<file path="src/rtl/phy_mgmt_pkg.sv">
// PHY management definitions
package phy_mgmt_pkg;

    // MDIO start code, only clause 22 is issued
    typedef enum logic [1:0] {
        ST_CLAUSE22 = 2'b01
    } mdio_st_e;

    // MDIO opcodes
    typedef enum logic [1:0] {
        OP_WRITE = 2'b01,
        OP_READ  = 2'b10
    } mdio_op_e;

    // PHY strapped to MDIO address 3
    localparam logic [4:0] PHY_ADDR = 5'h03;

    // clause-22 indirect access registers
    localparam logic [4:0] REG_REGCR = 5'h0D;
    localparam logic [4:0] REG_ADDAR = 5'h0E;

    // vendor specific MMD device
    localparam logic [4:0] MMD_DEV_VENDOR = 5'h1F;

    // REGCR function field, data with no post increment
    localparam logic [15:0] REGCR_DATA_FLAG = 16'h4000;

    localparam logic [1:0] MDIO_TA_WRITE = 2'b10;

    // frame geometry
    localparam int MDIO_PREAMBLE_BITS = 32;
    localparam int MDIO_FRAME_BITS = 32;
    localparam int MDIO_SHIFT_BITS = MDIO_PREAMBLE_BITS + MDIO_FRAME_BITS;

    // 125 MHz / 8 gives MDC at 15.625 MHz
    localparam int MDC_HALF_CYCLES = 4;
    localparam int MDC_BIT_CYCLES = 2 * MDC_HALF_CYCLES;

    localparam int INIT_WRITE_COUNT = 3;
    localparam int INIT_IDX_W = $clog2(INIT_WRITE_COUNT);

    // extended register write
    typedef struct packed {
        logic [15:0] addr;
        logic [15:0] data;
    } ext_write_t;

    // clause-22 write, fixed fields are added by the master
    typedef struct packed {
        logic [4:0]  reg_addr;
        logic [15:0] data;
    } mdio_write_t;

    // CFG4 autoneg timer, SGMIICTL1 clock out, 10M_SGMII_CFG
    localparam ext_write_t INIT_WRITES [INIT_WRITE_COUNT] = '{
        '{addr: 16'h0031, data: 16'h0070},
        '{addr: 16'h00D3, data: 16'h4000},
        '{addr: 16'h016F, data: 16'h0015}
    };

endpackage

</file>
<file path="src/rtl/phy_init_seq.sv">
// PHY init write sequencer
module phy_init_seq #(
    parameter int INIT_DELAY_CYCLES = 2**20 - 1
) (
    input  logic                    clk_125mhz,
    input  logic                    rst_125mhz,
    output phy_mgmt_pkg::ext_write_t ext_write,
    output logic                    ext_valid,
    input  logic                    ext_ready,
    output logic                    init_done
);

    import phy_mgmt_pkg::*;

    localparam int DELAY_W = $clog2(INIT_DELAY_CYCLES + 2);

    typedef enum logic [1:0] {
        SEQ_DELAY,
        SEQ_ISSUE,
        SEQ_WAIT,
        SEQ_DONE
    } seq_state_e;

    seq_state_e              state;
    logic [DELAY_W-1:0]      delay_cnt;
    logic [INIT_IDX_W-1:0]   table_idx;
    ext_write_t              ext_write_reg;
    logic                    ext_valid_reg;
    logic                    init_done_reg;

    assign ext_write = ext_write_reg;
    assign ext_valid = ext_valid_reg;
    assign init_done = init_done_reg;

    // control state
    always_ff @(posedge clk_125mhz) begin
        if (rst_125mhz) begin
            state <= SEQ_DELAY;
            delay_cnt <= DELAY_W'(INIT_DELAY_CYCLES);
            table_idx <= '0;
            ext_valid_reg <= 1'b0;
            init_done_reg <= 1'b0;
        end else begin
            case (state)
                SEQ_DELAY: begin
                    // hold off while the PHY comes out of reset
                    if (delay_cnt == '0) begin
                        state <= SEQ_ISSUE;
                    end else begin
                        delay_cnt <= delay_cnt - 1'b1;
                    end
                end
                SEQ_ISSUE: begin
                    ext_valid_reg <= 1'b1;
                    state <= SEQ_WAIT;
                end
                SEQ_WAIT: begin
                    if (ext_ready) begin
                        ext_valid_reg <= 1'b0;
                        if (table_idx == INIT_IDX_W'(INIT_WRITE_COUNT - 1)) begin
                            init_done_reg <= 1'b1;
                            state <= SEQ_DONE;
                        end else begin
                            table_idx <= table_idx + 1'b1;
                            state <= SEQ_ISSUE;
                        end
                    end
                end
                SEQ_DONE: begin
                    // stay here until the next reset
                    state <= SEQ_DONE;
                end
                default: begin
                    state <= SEQ_DELAY;
                end
            endcase
        end
    end

    // table entry held for the expander
    always_ff @(posedge clk_125mhz) begin
        if (state == SEQ_ISSUE) begin
            ext_write_reg <= INIT_WRITES[table_idx];
        end
    end

    // payload must not move while the expander is busy
    a_ext_write_stable: assert property (
        @(posedge clk_125mhz) disable iff (rst_125mhz)
        ext_valid && !ext_ready |=> $stable(ext_write)
    );

endmodule

</file>
<file path="src/rtl/mmd_write_expander.sv">
// MMD indirect write expander
module mmd_write_expander (
    input  logic                     clk_125mhz,
    input  logic                     rst_125mhz,
    input  phy_mgmt_pkg::ext_write_t  ext_write,
    input  logic                     ext_valid,
    output logic                     ext_ready,
    output phy_mgmt_pkg::mdio_write_t cmd,
    output logic                     cmd_valid,
    input  logic                     cmd_ready
);

    import phy_mgmt_pkg::*;

    // indirect access steps through REGCR and ADDAR
    typedef enum logic [2:0] {
        X_IDLE,
        X_REGCR_DEV,
        X_ADDAR_ADDR,
        X_REGCR_DATA,
        X_ADDAR_DATA
    } exp_state_e;

    exp_state_e  state;
    ext_write_t  ext_write_reg;
    logic        cmd_valid_reg;

    assign ext_ready = (state == X_IDLE);
    assign cmd_valid = cmd_valid_reg;

    // build the clause-22 word for the current step
    always_comb begin
        case (state)
            X_REGCR_DEV: begin
                cmd.reg_addr = REG_REGCR;
                cmd.data = 16'(MMD_DEV_VENDOR);
            end
            X_ADDAR_ADDR: begin
                cmd.reg_addr = REG_ADDAR;
                cmd.data = ext_write_reg.addr;
            end
            X_REGCR_DATA: begin
                cmd.reg_addr = REG_REGCR;
                cmd.data = REGCR_DATA_FLAG | 16'(MMD_DEV_VENDOR);
            end
            default: begin
                cmd.reg_addr = REG_ADDAR;
                cmd.data = ext_write_reg.data;
            end
        endcase
    end

    always_ff @(posedge clk_125mhz) begin
        if (rst_125mhz) begin
            state <= X_IDLE;
            cmd_valid_reg <= 1'b0;
        end else if (state == X_IDLE) begin
            if (ext_valid) begin
                cmd_valid_reg <= 1'b1;
                state <= X_REGCR_DEV;
            end
        end else if (cmd_valid_reg && cmd_ready) begin
            case (state)
                X_REGCR_DEV: state <= X_ADDAR_ADDR;
                X_ADDAR_ADDR: state <= X_REGCR_DATA;
                X_REGCR_DATA: state <= X_ADDAR_DATA;
                default: begin
                    // fourth write taken, ready for the next entry
                    cmd_valid_reg <= 1'b0;
                    state <= X_IDLE;
                end
            endcase
        end
    end

    // latched on accept, held for all four steps
    always_ff @(posedge clk_125mhz) begin
        if (ext_valid && ext_ready) begin
            ext_write_reg <= ext_write;
        end
    end

    a_no_cmd_when_idle: assert property (
        @(posedge clk_125mhz) disable iff (rst_125mhz)
        (state == X_IDLE) |-> !cmd_valid
    );

endmodule

</file>
<file path="src/rtl/mdio_master.sv">
// MDIO write master
module mdio_master (
    input  logic                     clk_125mhz,
    input  logic                     rst_125mhz,
    input  phy_mgmt_pkg::mdio_write_t cmd,
    input  logic                     cmd_valid,
    output logic                     cmd_ready,
    output logic                     mdc,
    output logic                     mdio_o,
    output logic                     mdio_t
);

    import phy_mgmt_pkg::*;

    localparam int PRESCALE_W = $clog2(MDC_BIT_CYCLES);
    localparam int BIT_CNT_W = $clog2(MDIO_FRAME_BITS);

    typedef enum logic [1:0] {
        M_IDLE,
        M_PREAMBLE,
        M_FRAME
    } mdio_state_e;

    mdio_state_e                 state;
    logic [PRESCALE_W-1:0]       prescale_cnt;
    logic [BIT_CNT_W-1:0]        bit_cnt;
    logic [MDIO_SHIFT_BITS-1:0]  shift_reg;
    logic [MDIO_SHIFT_BITS-1:0]  frame_word;
    logic                        mdc_reg;
    logic                        mdio_o_reg;
    logic                        mdio_t_reg;
    logic                        bit_end;
    logic                        half_end;

    assign cmd_ready = (state == M_IDLE);
    assign mdc = mdc_reg;
    assign mdio_o = mdio_o_reg;
    assign mdio_t = mdio_t_reg;

    // preamble then st, op, phy, reg, ta, data, msb first
    assign frame_word = {
        {MDIO_PREAMBLE_BITS{1'b1}},
        ST_CLAUSE22,
        OP_WRITE,
        PHY_ADDR,
        cmd.reg_addr,
        MDIO_TA_WRITE,
        cmd.data
    };

    assign half_end = (prescale_cnt == PRESCALE_W'(MDC_HALF_CYCLES - 1));
    assign bit_end = (prescale_cnt == PRESCALE_W'(MDC_BIT_CYCLES - 1));

    always_ff @(posedge clk_125mhz) begin
        if (rst_125mhz) begin
            state <= M_IDLE;
            prescale_cnt <= '0;
            bit_cnt <= '0;
            mdc_reg <= 1'b0;
            mdio_o_reg <= 1'b1;
            mdio_t_reg <= 1'b1;
        end else begin
            case (state)
                M_IDLE: begin
                    if (cmd_valid) begin
                        // first preamble bit goes out next cycle
                        prescale_cnt <= '0;
                        bit_cnt <= '0;
                        mdc_reg <= 1'b0;
                        mdio_o_reg <= frame_word[MDIO_SHIFT_BITS-1];
                        mdio_t_reg <= 1'b0;
                        state <= M_PREAMBLE;
                    end
                end
                M_PREAMBLE, M_FRAME: begin
                    prescale_cnt <= prescale_cnt + 1'b1;
                    if (half_end) begin
                        // rising MDC, PHY samples here
                        mdc_reg <= 1'b1;
                    end
                    if (bit_end) begin
                        prescale_cnt <= '0;
                        mdc_reg <= 1'b0;
                        mdio_o_reg <= shift_reg[MDIO_SHIFT_BITS-2];
                        bit_cnt <= bit_cnt + 1'b1;
                        if (state == M_PREAMBLE &&
                            bit_cnt == BIT_CNT_W'(MDIO_PREAMBLE_BITS - 1)) begin
                            bit_cnt <= '0;
                            state <= M_FRAME;
                        end else if (state == M_FRAME &&
                                     bit_cnt == BIT_CNT_W'(MDIO_FRAME_BITS - 1)) begin
                            // frame finished, release the line
                            bit_cnt <= '0;
                            mdio_o_reg <= 1'b1;
                            mdio_t_reg <= 1'b1;
                            state <= M_IDLE;
                        end
                    end
                end
                default: begin
                    mdio_t_reg <= 1'b1;
                    state <= M_IDLE;
                end
            endcase
        end
    end

    // bit in flight sits at the top
    always_ff @(posedge clk_125mhz) begin
        if (state == M_IDLE && cmd_valid) begin
            shift_reg <= frame_word;
        end else if (state != M_IDLE && bit_end) begin
            shift_reg <= {shift_reg[MDIO_SHIFT_BITS-2:0], 1'b0};
        end
    end

    a_mdio_t_busy: assert property (
        @(posedge clk_125mhz) disable iff (rst_125mhz)
        !mdio_t == (state != M_IDLE)
    );

endmodule

</file>
<file path="src/rtl/phy_mgmt_core.sv">
// PHY management core
module phy_mgmt_core #(
    parameter int INIT_DELAY_CYCLES = 2**20 - 1
) (
    input  logic clk_125mhz,
    input  logic rst_125mhz,
    output logic phy_reset_n,
    output logic phy_mdc,
    output logic phy_mdio_o,
    output logic phy_mdio_t,
    output logic init_done
);

    import phy_mgmt_pkg::*;

    ext_write_t  ext_write;
    logic        ext_valid;
    logic        ext_ready;
    mdio_write_t cmd;
    logic        cmd_valid;
    logic        cmd_ready;

    // PHY held in reset with the core
    assign phy_reset_n = !rst_125mhz;

    phy_init_seq #(
        .INIT_DELAY_CYCLES(INIT_DELAY_CYCLES)
    ) u_init_seq (
        .clk_125mhz(clk_125mhz),
        .rst_125mhz(rst_125mhz),
        .ext_write(ext_write),
        .ext_valid(ext_valid),
        .ext_ready(ext_ready),
        .init_done(init_done)
    );

    mmd_write_expander u_expander (
        .clk_125mhz(clk_125mhz),
        .rst_125mhz(rst_125mhz),
        .ext_write(ext_write),
        .ext_valid(ext_valid),
        .ext_ready(ext_ready),
        .cmd(cmd),
        .cmd_valid(cmd_valid),
        .cmd_ready(cmd_ready)
    );

    mdio_master u_mdio_master (
        .clk_125mhz(clk_125mhz),
        .rst_125mhz(rst_125mhz),
        .cmd(cmd),
        .cmd_valid(cmd_valid),
        .cmd_ready(cmd_ready),
        .mdc(phy_mdc),
        .mdio_o(phy_mdio_o),
        .mdio_t(phy_mdio_t)
    );

endmodule

</file>
<file path="config.mk">
export PLATFORM = sky130hd
export DESIGN_NAME = phy_mgmt_core
export DESIGN_NICKNAME = d
export VERILOG_FILES = /design/src/rtl/phy_mgmt_pkg.sv /design/src/rtl/phy_init_seq.sv /design/src/rtl/mmd_write_expander.sv /design/src/rtl/mdio_master.sv /design/src/rtl/phy_mgmt_core.sv
export SDC_FILE = /design/constraint.sdc
export NUM_CORES = 1
export LEC_CHECK = 0
export BUFFER_PORTS_ARGS = -buffer_cell sky130_fd_sc_hd__buf_2
export CAP_MARGIN = 5
export CORE_UTILIZATION = 30
export CTS_CLUSTER_DIAMETER = 60
export DETAILED_ROUTE_END_ITERATION = 6
export PLACE_DENSITY = 0.54
export SLEW_MARGIN = 15
export SYNTH_ARGS = -nofsm -noshare
export SYNTH_HDL_FRONTEND = slang
export SYNTH_SLANG_ARGS = --single-unit
</file>
<file path="constraint.sdc">
create_clock -name clk_125mhz -period 6.1 [get_ports clk_125mhz]
set_input_delay 0.305 -clock clk_125mhz [delete_from_list [all_inputs] [get_ports clk_125mhz]]
set_output_delay 0.305 -clock clk_125mhz [all_outputs]
set_load 0.05 [all_outputs]
</file>
# Yosys cells after proc, flatten, opt, wreduce, memory -nomap -nowiden
# Cells that the tools add are included.
# W data, S select, Z words.
# classes
add_sub_neg,4
order_cmp,1
eq_ne,22
mux,46
bitwise,3
reduce_logical,29
# ops
operator,n
$bmux W32 S2,1
$mux W32,2
$pmux W18 S3,1
$mux W23,2
$logic_not A21 Y1,1
$sub A21 B1 Y21 const B,1
$mux W5,4
$reduce_and A3 Y1,6
$mux W1,15
$mux W3,5
$mux W2,7
$ne A2 B1 Y1 const B,6
$pmux W5 S2,1
$reduce_and A2 Y1,5
$reduce_bool A2 Y1,5
$eq A3 B2 Y1 const B,3
$pmux W3 S3,1
$eq A2 B2 Y1 const B,4
$pmux W1 S2,4
$pmux W2 S4,1
$ne A3 B1 Y1 const B,2
$pmux W3 S2,1
$add A5 B1 Y5 const B,1
$eq A5 B5 Y1 const B,1
other kinds (17),25
# totals
register_bits,171
word_cells,124

# Logic depth before layout (Yosys ltp)
# logic_depth
ltp_word,6
depth_mapped,9

# By module
# From an unflattened synthesis, not the netlist that was laid out.
# hier_totals
cells_unflattened,554
area_unflattened_um2,6246.0
# by_module_without_submodules
module,instances,cells_per_inst,area_each_um2
mdio_master,1,232,2884.0
phy_init_seq,1,193,1821.7
mmd_write_expander,1,128,1536.5
phy_mgmt_core,1,1,3.8

# Worst setup path after synthesis
# No wires, ideal clock.
# synth_timing
path_type,flip-flop to flip-flop
start,register u_mdio_master.state[0]
end,register u_mdio_master.shift_reg[0] (enable)
arrival_time_ps,1713
slack_ps,4011
path_stages_with_launch,8
n_path_buf,2
path_cell_list,dfxtp_1 > inv_1 > ha_1 > clkbuf_1 > nor2b_1 > clkbuf_1 > nor2_1 > inv_1
# synth_between
elab_chain_cells,3
elab_cells_between_ends,5
# synth_lines
item,line,text
"start, declared",mdio_master.sv:24,mdio_state_e state;
"start signal, assigned",mdio_master.sv:56,state <= M_IDLE;
"start signal, assigned",mdio_master.sv:72,state <= M_PREAMBLE;
"start signal, assigned",mdio_master.sv:89,state <= M_FRAME;
$logic_not A2 Y1 / $reduce_bool A2 Y1 (equally long branches),"mdio_master.sv:110, mdio_master.sv:112",
$logic_and A1 B1 Y1 (on tied branches),"mdio_master.sv:110, mdio_master.sv:112",
$reduce_bool A2 Y1 (no line) (*),--,
"end signal, assigned",mdio_master.sv:111,shift_reg <= frame_word;
"end signal, assigned",mdio_master.sv:113,"shift_reg <= {shift_reg[MDIO_SHIFT_BITS-2:0], 1'b0};"
"end, declared",mdio_master.sv:27,logic [MDIO_SHIFT_BITS-1:0] shift_reg;
# Every way passes the cells marked *; elsewhere a longest branch is shown, timed or not.
# A chain may end at the register's enable or synchronous reset.

# Worst setup path in the final report
# layout_timing
start,register u_mdio_master.state[0]
end,register u_mdio_master.shift_reg[4] (enable)
# Same word-level chain as after synthesis.

==> results.cfg <==
[power]
p_sw_w = 0.000442
p_int_w = 0.00161
sw_frac_of_total = 0.215
share_seq_of_total_power = 0.459
p_per_area_nw_per_um2 = 357
power.leakage_nw = 2.21
power.share.combinational = 0.059
vdd_drop_max_uv = 191
p_clk_frac = 0.482

[routing]
ant_nets = 0
post-route-drc-count = 0
drt_iter0_drc = 202
first_pass_iters = 4
vias = 3472
viasPerCell = 4.69
wl_per_cell_um = 11.5
wl_um = 8530

[sta]
tns_ns = 0
rsz0062_at_grt = false
hold_viol_final = 0
clock-skew-final_ns = 0.00705
whs_ns = 0.407
slew_headroom = 0.434
slew_viol_final = 0
worstMarginPinSlew_ns = 0.842
fin_crit_ns = 2.66
fmax_mhz = 376
setup_viol = 0
post-route-period-util = 0.436

[critical_path]
cp_max_fo = 64
critPathCaptureType = flip-flop
crit_path_max_incr_delay_ns = 0.63
required_ns = 6.13
path_class = reg -> reg
cpMaxStageDelayCell = inv_1
regToRegStartpoint = u_mdio_master.state[0]
cp_cell_sequence = inv_1 > ha_1 > nor2b_4 > buf_4 > nor2_1 > inv_1
reg2reg_depth = 6
r2r_setup_slack_ns = 3.44
cp-start-kind = flip-flop
endpoint = u_mdio_master.shift_reg[4]
r2r_end = u_mdio_master.shift_reg[4]
crit_start = u_mdio_master.state[0]
crit_top_cell = inv_1
critPathArrivalTime_ns = 2.69

[synth]
ys.flop_type = dfxtp_1
syn_avg_cell_area_um2 = 9.72
synth-async-reset-ratio = 0
seq_area_frac_synth = 0.561
synthCells = 508
synth_cell_types = 54
synth_most_common_cell = nand2_1
synth_top_cell_by_area = dfxtp_1
synth.net_count = 524
yosys.area_share.simple = 0.241
ys.warnings.count = 0
synth_seq_cells = 121
synth-xor-area-share = 0.0213
yosys-mux-area-fraction = 0.0142
synth_edf_count = 35
synth_compound_area_frac = 0.0945
synth_top_area_frac = 0.349
netlist_area_um2 = 4940
netlist_top_cells_count = nand2_1, dfxtp_1, nand3_1
synth_adder_area_share = 0.0355
yosys-top-cells-area = dfxtp_1, edfxtp_1, nand2_1, nand3_1, ha_1
synth_top_family_by_area = simple AND/OR/NAND/NOR gates

[layout]
drive_gt1_frac = 0.0897
antenna_cells = 0
largest_reg_flops = 63
finalNetCount = 527
area_delta_synth_final_pct = 16.6
multiInputGateArea_um2 = 2010
seq_area_um2 = 2770
num-fill-cells = 1667

[floorplan]
die_area_um2 = 17000
ios = 7
chipHeight_um = 130
num_rows = 46
start_util = 0.309
dieWidth_um = 130
core-area_um2 = 16000

[placed_design]
dp_hpwl_um = 5220
port_buffers = 6
routabilityCongestion = 0.739

[clock_network]
cts_root_buffer = clkbuf_16
clk_pin_slew_ns = 0.05
clk_latency_ns = 0.41
cts_max_path_buffers = 2
cts_sinks = 121
cts_resized = 0
cts_max_level = 4
numCtsBuffers = 17
cts_tree = built
cts_hold_buf = 0
cts_setup_buffers = 0

[min_path]
hp-class = in -> reg
hold_path_startpoint = rst_125mhz

[grt]
antenna_found_initial = 0
grt_max_degree = 65
gr-usage-all-layers = 0.116
grt_pass1_vias = 3338
grt_pass1_wl_um = 15300
globalRouteOverflowTotal = 0

[outcome]
status = finished, final reports clean

[flow_run]
cap_viol_max_count = 0
placed cells by master (no fill, tap or decap), types with 8 or more instances in the layout:
cell / count
nor3_1: 13
nand2_1: 108
ha_1: 14
inv_1: 14
and2_1: 10
xnor2_1: 8
nor2b_1: 8
dfxtp_1: 86
edfxtp_1: 35
o21ai_0: 13
a22o_1: 8
nand3_1: 44
clkbuf_16: 18
a21oi_1: 15
nor2_1: 32
through the flow:
step	utilization	setup WS, ns	cells	area (µm²)	total power, W
floorplan	-	4.01	508	4940	0.00105
global placement	0.323	3.47	708	5170	0.00107
detailed placement	0.323	3.38	708	5170	0.00108
CTS	0.360	3.38	740	5760	0.00208
global route	0.360	3.22	740	5760	0.00215
finish	0.360	3.44	740	5760	0.00205
per-layer routing:
metal  GRT usage  vias up  wire length (µm)
met4      0.0479        0               127
met1       0.140     1643              4330
met3      0.0472        9               312
met5           0        -                 0
met2       0.184       35              3760
li1            -     1785                 -
worst max-delay path, delay by kind of cell (launching register included):
family        cells  cell delay [ns]
buf+inv           3             1.20
flops             1             0.39
simple gates      2             0.37
fa+ha+maj         1             0.32
kinds of logic (layout without fill, tap and decap cells):
group / after synthesis / in the layout
AO/OA/AOI/OAI: 66 / 66
XOR/XNOR: 12 / 12
adder cells (fa/ha/maj): 14 / 14
buffers and inverters: 40 / 56
flip-flops: 121 / 121
multiplexers: 7 / 7
AND/OR/NAND/NOR: 248 / 248
power groups by stage:
stage | logic (W) | clock network (W) | registers (W)
6_report | 0.000120 | 0.000991 | 0.000943
5_1_grt | 0.000142 | 0.00106 | 0.000951
3_3_place_gp | 0.000116 | 0 | 0.000957
2_1_floorplan | 0.0000986 | 0 | 0.000953
3_5_place_dp | 0.000121 | 0 | 0.000958
4_1_cts | 0.000122 | 0.00102 | 0.000943
cell type report:
type | count | area share
inverters | 15 | 0.00978
well taps | 216 | 0.0469
clock inverters | 7 | 0.0150
clock buffers | 25 | 0.0880
multi-input cells | 347 | 0.350
repair buffers | 9 | 0.00912
flip-flops and latches | 121 | 0.481
how the worst min path moves through the flow:
stage / to / cells after the start
2_1_floorplan: u_expander.ext_write_reg[14] / 0
3_3_place_gp: u_expander.ext_write_reg[2] / 0
3_5_place_dp: u_expander.ext_write_reg[2] / 0
4_1_cts: u_mdio_master.state[0] / 2
5_1_grt: u_expander.cmd_valid / 2
6_report: u_expander.cmd_valid / 2
(Power assumes the default switching activity.)
